## src/hw/exec_pkg.sv

```systemverilog
// ----------------------------------------
// Execute unit shared definitions
// Opcodes, function codes, instruction word and command/result
// ----------------------------------------

package exec_pkg;

  // Data word width
  localparam int xlen_c = 32;

  // ----------------------------------------
  // Opcodes and function codes
  // ----------------------------------------

  // Major opcodes kept by the unit
  typedef enum logic [6:0] {
    op_reg = 7'b0110011,  // Register-register
    op_imm = 7'b0010011   // Register-immediate
  } opcode_e;

  // ALU function, same codes as the pipeline ALU select
  typedef enum logic [3:0] {
    alu_add  = 4'd0,
    alu_sub  = 4'd1,
    alu_sll  = 4'd2,
    alu_or   = 4'd3,
    alu_slt  = 4'd4,
    alu_sltu = 4'd5,
    alu_and  = 4'd6,
    alu_xor  = 4'd7,
    alu_srl  = 4'd9,  // Code 8 left free
    alu_sra  = 4'd10
  } alu_fn_e;

  // Multiply/divide function
  typedef enum logic [2:0] {
    md_mul  = 3'd0,
    md_div  = 3'd1,
    md_divu = 3'd2,
    md_rem  = 3'd3,
    md_remu = 3'd4
  } md_fn_e;

  localparam logic [6:0] funct7_muldiv_c = 7'b0000001;  // M extension
  localparam logic [6:0] funct7_alt_c    = 7'b0100000;  // sub, sra

  // ----------------------------------------
  // Instruction word
  // ----------------------------------------

  // R-type fields
  typedef struct packed {
    logic [6:0] funct7;
    logic [4:0] rs2;
    logic [4:0] rs1;
    logic [2:0] funct3;
    logic [4:0] rd;
    logic [6:0] opcode;
  } inst_r_t;

  // I-type fields
  typedef struct packed {
    logic [11:0] imm12;  // Sign-extended immediate, shamt in low bits
    logic [4:0]  rs1;
    logic [2:0]  funct3;
    logic [4:0]  rd;
    logic [6:0]  opcode;
  } inst_i_t;

  // Same 32-bit word, two decodes
  typedef union packed {
    inst_r_t r;
    inst_i_t i;
  } inst_u;

  // ----------------------------------------
  // Command and result
  // ----------------------------------------

  typedef struct packed {
    inst_u              inst;
    logic [xlen_c-1:0]  rs1_val;
    logic [xlen_c-1:0]  rs2_val;
  } exec_cmd_t;  // 96 bits

  typedef struct packed {
    logic [xlen_c-1:0]  data;
    logic               illegal;  // Opcode/funct not supported
  } exec_result_t;  // 33 bits

endpackage

```

## src/hw/int_alu.sv

```systemverilog
// ----------------------------------------
// Integer ALU
// Combinational, ten RV32I arithmetic/logic functions
// ----------------------------------------

`timescale 1ns/1ps

module int_alu (
  input  logic [exec_pkg::xlen_c-1:0] a,
  input  logic [exec_pkg::xlen_c-1:0] b,
  input  exec_pkg::alu_fn_e           fn,
  output logic [exec_pkg::xlen_c-1:0] y
);

  logic [4:0] shamt;  // Only low five bits shift
  logic       lt_s;   // Signed compare
  logic       lt_u;   // Unsigned compare

  assign shamt = b[4:0];
  assign lt_s  = $signed(a) < $signed(b);
  assign lt_u  = a < b;

  // ----------------------------------------
  // Function select
  // ----------------------------------------

  always_comb begin
    case (fn)
      exec_pkg::alu_add:  y = a + b;
      exec_pkg::alu_sub:  y = a - b;
      exec_pkg::alu_sll:  y = a << shamt;
      exec_pkg::alu_slt:  y = {{(exec_pkg::xlen_c-1){1'b0}}, lt_s};  // 1 or 0
      exec_pkg::alu_sltu: y = {{(exec_pkg::xlen_c-1){1'b0}}, lt_u};
      exec_pkg::alu_xor:  y = a ^ b;
      exec_pkg::alu_srl:  y = a >> shamt;
      // Arithmetic shift keeps the sign bit
      exec_pkg::alu_sra:  y = $signed(a) >>> shamt;
      exec_pkg::alu_or:   y = a | b;
      exec_pkg::alu_and:  y = a & b;
      default:            y = '0;  // Unused code
    endcase
  end

endmodule

```

## src/hw/mul_div_iter.sv

```systemverilog
// ----------------------------------------
// Iterative multiply/divide unit
// 32-step shift-add multiply, restoring divide, sign fixup
// ----------------------------------------

`timescale 1ns/1ps

module mul_div_iter (
  input  logic                          clk,
  input  logic                          reset,
  input  logic                          start,   // One-cycle launch pulse
  input  exec_pkg::md_fn_e              fn,
  input  logic [exec_pkg::xlen_c-1:0]   a,
  input  logic [exec_pkg::xlen_c-1:0]   b,
  output logic                          done,    // One-cycle completion pulse
  output logic [2*exec_pkg::xlen_c-1:0] result   // {high, low}
);

  logic                          busy;
  logic [4:0]                    count;      // Step index 0..31
  exec_pkg::md_fn_e              fn_q;
  logic                          neg_quo;    // Negate quotient at the end
  logic                          neg_rem;    // Negate remainder at the end

  // Shared datapath registers
  logic [exec_pkg::xlen_c-1:0]   acc;        // Product or partial remainder
  logic [exec_pkg::xlen_c-1:0]   shr;        // Multiplier or dividend/quotient
  logic [exec_pkg::xlen_c-1:0]   opr;        // Multiplicand or divisor

  logic                          is_signed;
  logic [exec_pkg::xlen_c-1:0]   a_mag;
  logic [exec_pkg::xlen_c-1:0]   b_mag;
  logic [exec_pkg::xlen_c:0]     rem_sh;     // Remainder with next dividend bit
  logic [exec_pkg::xlen_c+1:0]   diff;       // Trial subtraction
  logic [exec_pkg::xlen_c-1:0]   quo_fix;
  logic [exec_pkg::xlen_c-1:0]   rem_fix;

  // ----------------------------------------
  // Operand conditioning
  // ----------------------------------------

  assign is_signed = (fn == exec_pkg::md_div) || (fn == exec_pkg::md_rem);
  assign a_mag     = (is_signed && a[exec_pkg::xlen_c-1]) ? -a : a;
  assign b_mag     = (is_signed && b[exec_pkg::xlen_c-1]) ? -b : b;

  // Restoring step, negative diff means keep remainder
  assign rem_sh = {acc, shr[exec_pkg::xlen_c-1]};
  assign diff   = {1'b0, rem_sh} - {2'b00, opr};

  // ----------------------------------------
  // Step control
  // ----------------------------------------

  always_ff @(posedge clk) begin
    if (reset) begin
      busy  <= 1'b0;
      count <= '0;
      done  <= 1'b0;
    end else begin
      done <= 1'b0;
      if (start) begin
        busy  <= 1'b1;
        count <= '0;
      end else if (busy) begin
        count <= count + 5'd1;
        if (count == 5'd31) begin  // Last step, done next cycle
          busy <= 1'b0;
          done <= 1'b1;
        end
      end
    end
  end

  // ----------------------------------------
  // Datapath
  // ----------------------------------------

  always_ff @(posedge clk) begin
    if (start) begin
      fn_q    <= fn;
      // Signed quotient flips on sign mismatch, not for divide by zero
      neg_quo <= is_signed && (a[exec_pkg::xlen_c-1] ^ b[exec_pkg::xlen_c-1])
                 && (b != '0);
      neg_rem <= is_signed && a[exec_pkg::xlen_c-1];  // Follows dividend
      acc     <= '0;
      shr     <= a_mag;  // Magnitudes equal raw values for mul
      opr     <= b_mag;
    end else if (busy) begin
      if (fn_q == exec_pkg::md_mul) begin
        if (shr[0]) begin
          acc <= acc + opr;  // Low word only is kept
        end
        opr <= opr << 1;
        shr <= shr >> 1;
      end else if (!diff[exec_pkg::xlen_c+1]) begin
        acc <= diff[exec_pkg::xlen_c-1:0];  // Subtract fits
        shr <= {shr[exec_pkg::xlen_c-2:0], 1'b1};
      end else begin
        acc <= rem_sh[exec_pkg::xlen_c-1:0];  // Restore
        shr <= {shr[exec_pkg::xlen_c-2:0], 1'b0};
      end
    end
  end

  // Sign fixup on the way out
  assign quo_fix = neg_quo ? -shr : shr;
  assign rem_fix = neg_rem ? -acc : acc;

  // Low half mul/div/divu, high half rem/remu
  assign result = (fn_q == exec_pkg::md_mul) ? {{exec_pkg::xlen_c{1'b0}}, acc}
                                             : {rem_fix, quo_fix};

endmodule

```

## src/hw/exec_issue.sv

```systemverilog
// ----------------------------------------
// Execute issue controller
// Four-phase handshake, decode, path launch, result select
// ----------------------------------------

`timescale 1ns/1ps

module exec_issue (
  input  logic                          clk,
  input  logic                          reset,
  input  logic                          req,
  input  exec_pkg::exec_cmd_t           cmd,
  output logic                          ack,
  output exec_pkg::exec_result_t        result,
  // ALU side
  output logic [exec_pkg::xlen_c-1:0]   alu_a,
  output logic [exec_pkg::xlen_c-1:0]   alu_b,
  output exec_pkg::alu_fn_e             alu_fn,
  input  logic [exec_pkg::xlen_c-1:0]   alu_y,
  // Multiply/divide side
  output logic                          md_start,
  output exec_pkg::md_fn_e              md_fn,
  output logic [exec_pkg::xlen_c-1:0]   md_a,
  output logic [exec_pkg::xlen_c-1:0]   md_b,
  input  logic                          md_done,
  input  logic [2*exec_pkg::xlen_c-1:0] md_result
);

  localparam logic [1:0] st_idle    = 2'd0;
  localparam logic [1:0] st_alu     = 2'd1;  // ALU result captured here
  localparam logic [1:0] st_md_wait = 2'd2;  // Waiting for done
  localparam logic [1:0] st_hold    = 2'd3;  // ack up, result held

  logic [1:0]                  state;
  logic                        accept;
  exec_pkg::exec_cmd_t         cmd_q;
  exec_pkg::alu_fn_e           alu_fn_q;
  exec_pkg::md_fn_e            md_fn_q;
  logic                        use_imm_q;
  logic                        illegal_q;
  exec_pkg::alu_fn_e           dec_alu_fn;
  exec_pkg::md_fn_e            dec_md_fn;
  logic                        dec_is_md;
  logic                        dec_use_imm;
  logic                        dec_illegal;
  logic [exec_pkg::xlen_c-1:0] md_word;

  // funct3 to ALU function, shared by OP and OP-IMM
  function automatic exec_pkg::alu_fn_e base_fn(input logic [2:0] f3);
    case (f3)
      3'b000:  return exec_pkg::alu_add;
      3'b001:  return exec_pkg::alu_sll;
      3'b010:  return exec_pkg::alu_slt;
      3'b011:  return exec_pkg::alu_sltu;
      3'b100:  return exec_pkg::alu_xor;
      3'b101:  return exec_pkg::alu_srl;
      3'b110:  return exec_pkg::alu_or;
      default: return exec_pkg::alu_and;
    endcase
  endfunction

  // ----------------------------------------
  // Decode of incoming word
  // ----------------------------------------

  always_comb begin
    dec_alu_fn  = base_fn(cmd.inst.r.funct3);
    dec_md_fn   = exec_pkg::md_mul;
    dec_is_md   = 1'b0;
    dec_use_imm = 1'b0;
    dec_illegal = 1'b0;
    case (cmd.inst.r.opcode)
      exec_pkg::op_reg: begin
        if (cmd.inst.r.funct7 == exec_pkg::funct7_muldiv_c) begin
          dec_is_md = 1'b1;
          case (cmd.inst.r.funct3)
            3'b000:  dec_md_fn = exec_pkg::md_mul;
            3'b100:  dec_md_fn = exec_pkg::md_div;
            3'b101:  dec_md_fn = exec_pkg::md_divu;
            3'b110:  dec_md_fn = exec_pkg::md_rem;
            3'b111:  dec_md_fn = exec_pkg::md_remu;
            default: begin  // mulh variants not supported
              dec_is_md   = 1'b0;
              dec_illegal = 1'b1;
            end
          endcase
        end else if (cmd.inst.r.funct7 == exec_pkg::funct7_alt_c) begin
          case (cmd.inst.r.funct3)
            3'b000:  dec_alu_fn = exec_pkg::alu_sub;
            3'b101:  dec_alu_fn = exec_pkg::alu_sra;
            default: dec_illegal = 1'b1;
          endcase
        end else if (cmd.inst.r.funct7 != 7'b0) begin
          dec_illegal = 1'b1;
        end
      end
      exec_pkg::op_imm: begin
        dec_use_imm = 1'b1;
        if (cmd.inst.i.funct3 == 3'b001) begin
          dec_illegal = cmd.inst.i.imm12[11:5] != 7'b0;  // slli
        end else if (cmd.inst.i.funct3 == 3'b101) begin
          // srli/srai, bit 10 picks arithmetic
          dec_illegal = (cmd.inst.i.imm12[11:5] & ~exec_pkg::funct7_alt_c) != 7'b0;
          dec_alu_fn  = cmd.inst.i.imm12[10] ? exec_pkg::alu_sra : exec_pkg::alu_srl;
        end
      end
      default: dec_illegal = 1'b1;
    endcase
  end

  assign accept = (state == st_idle) && req;

  // ----------------------------------------
  // Handshake FSM
  // ----------------------------------------

  always_ff @(posedge clk) begin
    if (reset) begin
      state    <= st_idle;
      ack      <= 1'b0;
      md_start <= 1'b0;
    end else begin
      md_start <= 1'b0;  // Pulse only
      case (state)
        st_idle: begin
          if (req) begin
            md_start <= dec_is_md;
            state    <= dec_is_md ? st_md_wait : st_alu;
          end
        end
        st_alu: state <= st_hold;
        st_md_wait: begin
          if (md_done) begin
            ack   <= 1'b1;
            state <= st_hold;
          end
        end
        default: begin  // st_hold
          if (!ack) begin
            ack <= 1'b1;  // ALU path, second cycle
          end else if (!req) begin
            ack   <= 1'b0;
            state <= st_idle;
          end
        end
      endcase
    end
  end

  // Remainders sit in the high half
  assign md_word = (md_fn_q == exec_pkg::md_rem || md_fn_q == exec_pkg::md_remu)
                   ? md_result[2*exec_pkg::xlen_c-1:exec_pkg::xlen_c]
                   : md_result[exec_pkg::xlen_c-1:0];

  // Command and result registers
  always_ff @(posedge clk) begin
    if (accept) begin
      cmd_q     <= cmd;
      alu_fn_q  <= dec_alu_fn;
      md_fn_q   <= dec_md_fn;
      use_imm_q <= dec_use_imm;
      illegal_q <= dec_illegal;
    end
    if (state == st_alu) begin
      result.data    <= illegal_q ? '0 : alu_y;  // Zero data when illegal
      result.illegal <= illegal_q;
    end else if (state == st_md_wait && md_done) begin
      result.data    <= md_word;
      result.illegal <= 1'b0;
    end
  end

  // Operands from the held command
  assign alu_a  = cmd_q.rs1_val;
  assign alu_b  = use_imm_q ? {{(exec_pkg::xlen_c-12){cmd_q.inst.i.imm12[11]}},
                               cmd_q.inst.i.imm12}
                            : cmd_q.rs2_val;
  assign alu_fn = alu_fn_q;
  assign md_fn  = md_fn_q;
  assign md_a   = cmd_q.rs1_val;
  assign md_b   = cmd_q.rs2_val;

endmodule

```

## src/hw/exec_unit.sv

```systemverilog
// ----------------------------------------
// Integer execute unit top
// Issue controller with ALU and multiply/divide side by side
// ----------------------------------------

`timescale 1ns/1ps

module exec_unit (
  input  logic                   clk,
  input  logic                   reset,
  input  logic                   req,
  input  exec_pkg::exec_cmd_t    cmd,
  output logic                   ack,
  output exec_pkg::exec_result_t result
);

  // ALU wires
  logic [exec_pkg::xlen_c-1:0]   alu_a;
  logic [exec_pkg::xlen_c-1:0]   alu_b;
  exec_pkg::alu_fn_e             alu_fn;
  logic [exec_pkg::xlen_c-1:0]   alu_y;

  // Multiply/divide wires
  logic                          md_start;
  exec_pkg::md_fn_e              md_fn;
  logic [exec_pkg::xlen_c-1:0]   md_a;
  logic [exec_pkg::xlen_c-1:0]   md_b;
  logic                          md_done;
  logic [2*exec_pkg::xlen_c-1:0] md_result;

  exec_issue issue0 (
    .clk       (clk),
    .reset     (reset),
    .req       (req),
    .cmd       (cmd),
    .ack       (ack),
    .result    (result),
    .alu_a     (alu_a),
    .alu_b     (alu_b),
    .alu_fn    (alu_fn),
    .alu_y     (alu_y),
    .md_start  (md_start),
    .md_fn     (md_fn),
    .md_a      (md_a),
    .md_b      (md_b),
    .md_done   (md_done),
    .md_result (md_result)
  );

  int_alu alu0 (
    .a  (alu_a),
    .b  (alu_b),
    .fn (alu_fn),
    .y  (alu_y)
  );

  mul_div_iter md0 (
    .clk    (clk),
    .reset  (reset),
    .start  (md_start),
    .fn     (md_fn),
    .a      (md_a),
    .b      (md_b),
    .done   (md_done),
    .result (md_result)
  );

endmodule

```

## config.mk

```make
export PLATFORM = sky130hd
export DESIGN_NAME = exec_unit
export DESIGN_NICKNAME = d
export VERILOG_FILES = /design/src/hw/exec_pkg.sv /design/src/hw/int_alu.sv /design/src/hw/mul_div_iter.sv /design/src/hw/exec_issue.sv /design/src/hw/exec_unit.sv
export SDC_FILE = /design/constraint.sdc
export NUM_CORES = 1
export LEC_CHECK = 0
export BUFFER_PORTS_ARGS = -buffer_cell sky130_fd_sc_hd__buf_2
export CAP_MARGIN = 5
export CORE_MARGIN = 2
export CORE_UTILIZATION = 50
export DETAILED_ROUTE_END_ITERATION = 8
export HOLD_SLACK_MARGIN = 0.06
export PLACE_DENSITY = 0.67
export SYNTH_ARGS = -nofsm -noshare
export SYNTH_HDL_FRONTEND = slang
export SYNTH_HIERARCHICAL = 1
export SYNTH_SLANG_ARGS = --single-unit
```

## constraint.sdc

```tcl
create_clock -name clk -period 8.06 [get_ports clk]
set_clock_uncertainty 0.1 [all_clocks]
set_input_delay 0.403 -clock clk [delete_from_list [all_inputs] [get_ports clk]]
set_output_delay 0.403 -clock clk [all_outputs]
set_load 0.01 [all_outputs]
```

==> run metrics <==
total iterations of the first detailed-routing run 6; Area contributors post-synth edfxtp_1 (22%), ha_1 (8.4%), a21oi_1 (5.9%), o21ai_0 (5.4%), mux2i_1 (4.8%); DIE AREA 52,600 um^2; CTS resizes 0; outcome finished clean; Wirelength per Cell 24.22 um; hpwl dp 70.98 mm; Clock transition at path regs 0.06 ns; number of global-route vias before repair 22,835; largest net degree at the start of global routing 90; Core Box Area 50,170 um^2; Sink Count 230; Cell variety after synth 102; Pleak 11.24 nW; Syn Area/Cell 7.978 um^2; Post-Synth XOR/XNOR Area 0.06933; period utilisation layout 0.8061; antenna violations before repair 3; simple-gate share of the synthesized area 0.1628; Max Cap Viol 0; ant diodes 0; Placed Instances 3,709; DRT iter0 DRCs 2,785; Adder-Cell Fraction of Synth Area 0.08692; clock buffer depth 3; gpl congestion 0.9867; fraction of registers with async set or reset after synthesis 0; vias per cell 6.399; Port-buffer cells 122; share of the synthesized area in the top cell type 0.2211; worst-margin pin slew 1.395 ns; Slew HR 0.07001; largest family of logic cells by synthesized area compound AO/OA/AOI/OAI gates; Die Y 229.4 um; total grt overflow 0; most frequent cells in the layout nand2_1 (302), nor2_1 (299), a21oi_1 (296), o21ai_0 (273); Hold WC Path Type primary input to flop; max-slew violations 0; Inserted Clock Buffers 28; vias 24,552; site row count 82; Setup violations, final 0; Fmax 153.9 MHz; most common cell after layout, fill and taps aside nand2_1; Syn Inst Count 3,183; Die Width 229.4 um; critical path startpoint category flop; Setup crit end kind flop; # Post-CTS Setup Buffers 0; RSZ-0062 raised after global routing no; #FFs+latches synth 230; layout cells sized above 1 0.09826; CTS tree done; CTS H-tree depth 1; DRT antenna net count 0; WS Path Type flop to flop; number of flops mapped to enable cells by yosys 187; non-filler cells, final 3,837; sequential share of the synthesized area 0.2550; PwrDens 255.7 nW/um^2; crit path max fanout 33; drt drc 0; Area growth, synth to finish 7.613%; drt total wl 92.93 mm; Ports 133; worst skew pair latency 0.57 ns; Clock Tree Root clkbuf_16; proportion of synthesized area in mux cells 0.09318; Starting Density 0.5061; post-synth top area cell edfxtp_1; required time of the critical path 8.23 ns; Compound-Gate Fraction of Synth Area 0.2417; nets 3,417; Worst EP arrival 6.67 ns; Most used DFF post-synth edfxtp_1; Setup TNS 0 ns; final hold viol count 0; CTS Hold Bufs 77; cell area after synthesis 25,390 um^2; Syn. warnings 6; Tmin final 6.497 ns; Max IR drop VDD 0.2725 mV; Syn Nets 3,456; gr usage total 0.3411; first-pass GRT wire length 139.1 mm
==> report_power, final <==
group / total (mW) / switching [mW] / internal (mW)
sequential: 1.84 / 0.322 / 1.52
combinational: 3.79 / 2.44 / 1.35
clock: 1.35 / 0.511 / 0.843
==> metal layers <==
metal,part of all wire,GRT usage,vias up
met3,0.082,0.04308,172
met1,0.43,0.4699,11840
met5,0.00012,0,-
met4,0.045,0.1396,2
li1,-,-,11378
met2,0.44,0.5417,1160
==> kinds of logic after synthesis <==
kind of cell	count (synthesis)
AO/OA/AOI/OAI	995
multiplexers	195
flip-flops	230
adder cells (fa/ha/maj)	174
XOR/XNOR	201
buffers and inverters	491
AND/OR/NAND/NOR	897
==> area by class of cell <==
cell class                      count  area, um^2
Sequential cell                   230        6480
Clock buffer                       38       823.3
Clock inverter                     13       177.7
Timing Repair Buffer              232        1629
Multi-Input combinational cell   2462       16660
Inverter                          190       713.2
Fill cell                        4710       22840
Tap cell                          672       840.8
==> state kept, by name, summed over array words and instances (netlist names), 3 cells and up <==
| name | cells |
|---|---|
| issue0/alu_a | 32 |
| issue0/alu_fn | 4 |
| issue0/cmd_q | 12 |
| issue0/md_b | 32 |
| issue0/md_fn | 3 |
| issue0/result | 33 |
| md0/acc | 32 |
| md0/count | 5 |
| md0/fn_q | 3 |
| md0/opr | 32 |
| md0/shr | 32 |
==> synth_stat cells (26+ instances only) <==
| master | number |
|---|---|
| a21o_1 | 42 |
| dfxtp_1 | 43 |
| nand3_1 | 44 |
| nor2_1 | 299 |
| ha_1 | 170 |
| clkbuf_1 | 157 |
| a211oi_1 | 35 |
| inv_1 | 188 |
| mux2_2 | 43 |
| o211ai_1 | 48 |
| nor3_1 | 60 |
| a21oi_1 | 298 |
| o31ai_1 | 43 |
| xnor2_1 | 94 |
| a31oi_1 | 27 |
| o22ai_1 | 34 |
| mux2i_1 | 122 |
| buf_4 | 100 |
| nand2_1 | 302 |
| o21ai_0 | 273 |
| edfxtp_1 | 187 |
| nand2b_1 | 26 |
| xor2_1 | 107 |
==> worst max-delay path, cell delays in order, from the launching register on <==
cell and delay [ns]:
edfxtp_1 1.28, nand2_1 0.89, o21ai_0 0.38, inv_1 0.11
ha_1 0.49, nor4_1 0.50, nand2_1 0.24, nor3_1 0.39
o221ai_1 0.42, a31oi_1 0.44, o21ai_0 0.12, a21oi_1 0.18
xnor2_1 0.17, o211ai_1 0.20, nand2_1 0.11, o21ai_0 0.14
==> final timing paths <==
path                          from                 to  slack [ns]  depth (start not counted)
setup reg to reg  issue0/use_imm_q  issue0/result[30]        1.56                         15
hold reg to reg    issue0/md_fn[1]        md0/fn_q[1]        0.38                          0
setup / recovery  issue0/use_imm_q  issue0/result[30]        1.56                         15
hold / removal             cmd[76]    issue0/md_fn[0]        0.10                          2
==> through the flow <==
stage	hold WS [ns]	setup WS (ns)	util	instance area, um^2	power, mW
floorplan	0.3431	3.165	-	25390	4.429
global placement	0.3560	1.883	0.5094	25550	5.464
detailed placement	0.3622	1.933	0.5094	25550	5.483
CTS	0.08149	1.888	0.5447	27330	6.882
global route	0.1146	1.429	0.5447	27330	7.335
finish	0.1028	1.563	0.5447	27330	6.988
Note: power is estimated with default switching activity, not from simulation.
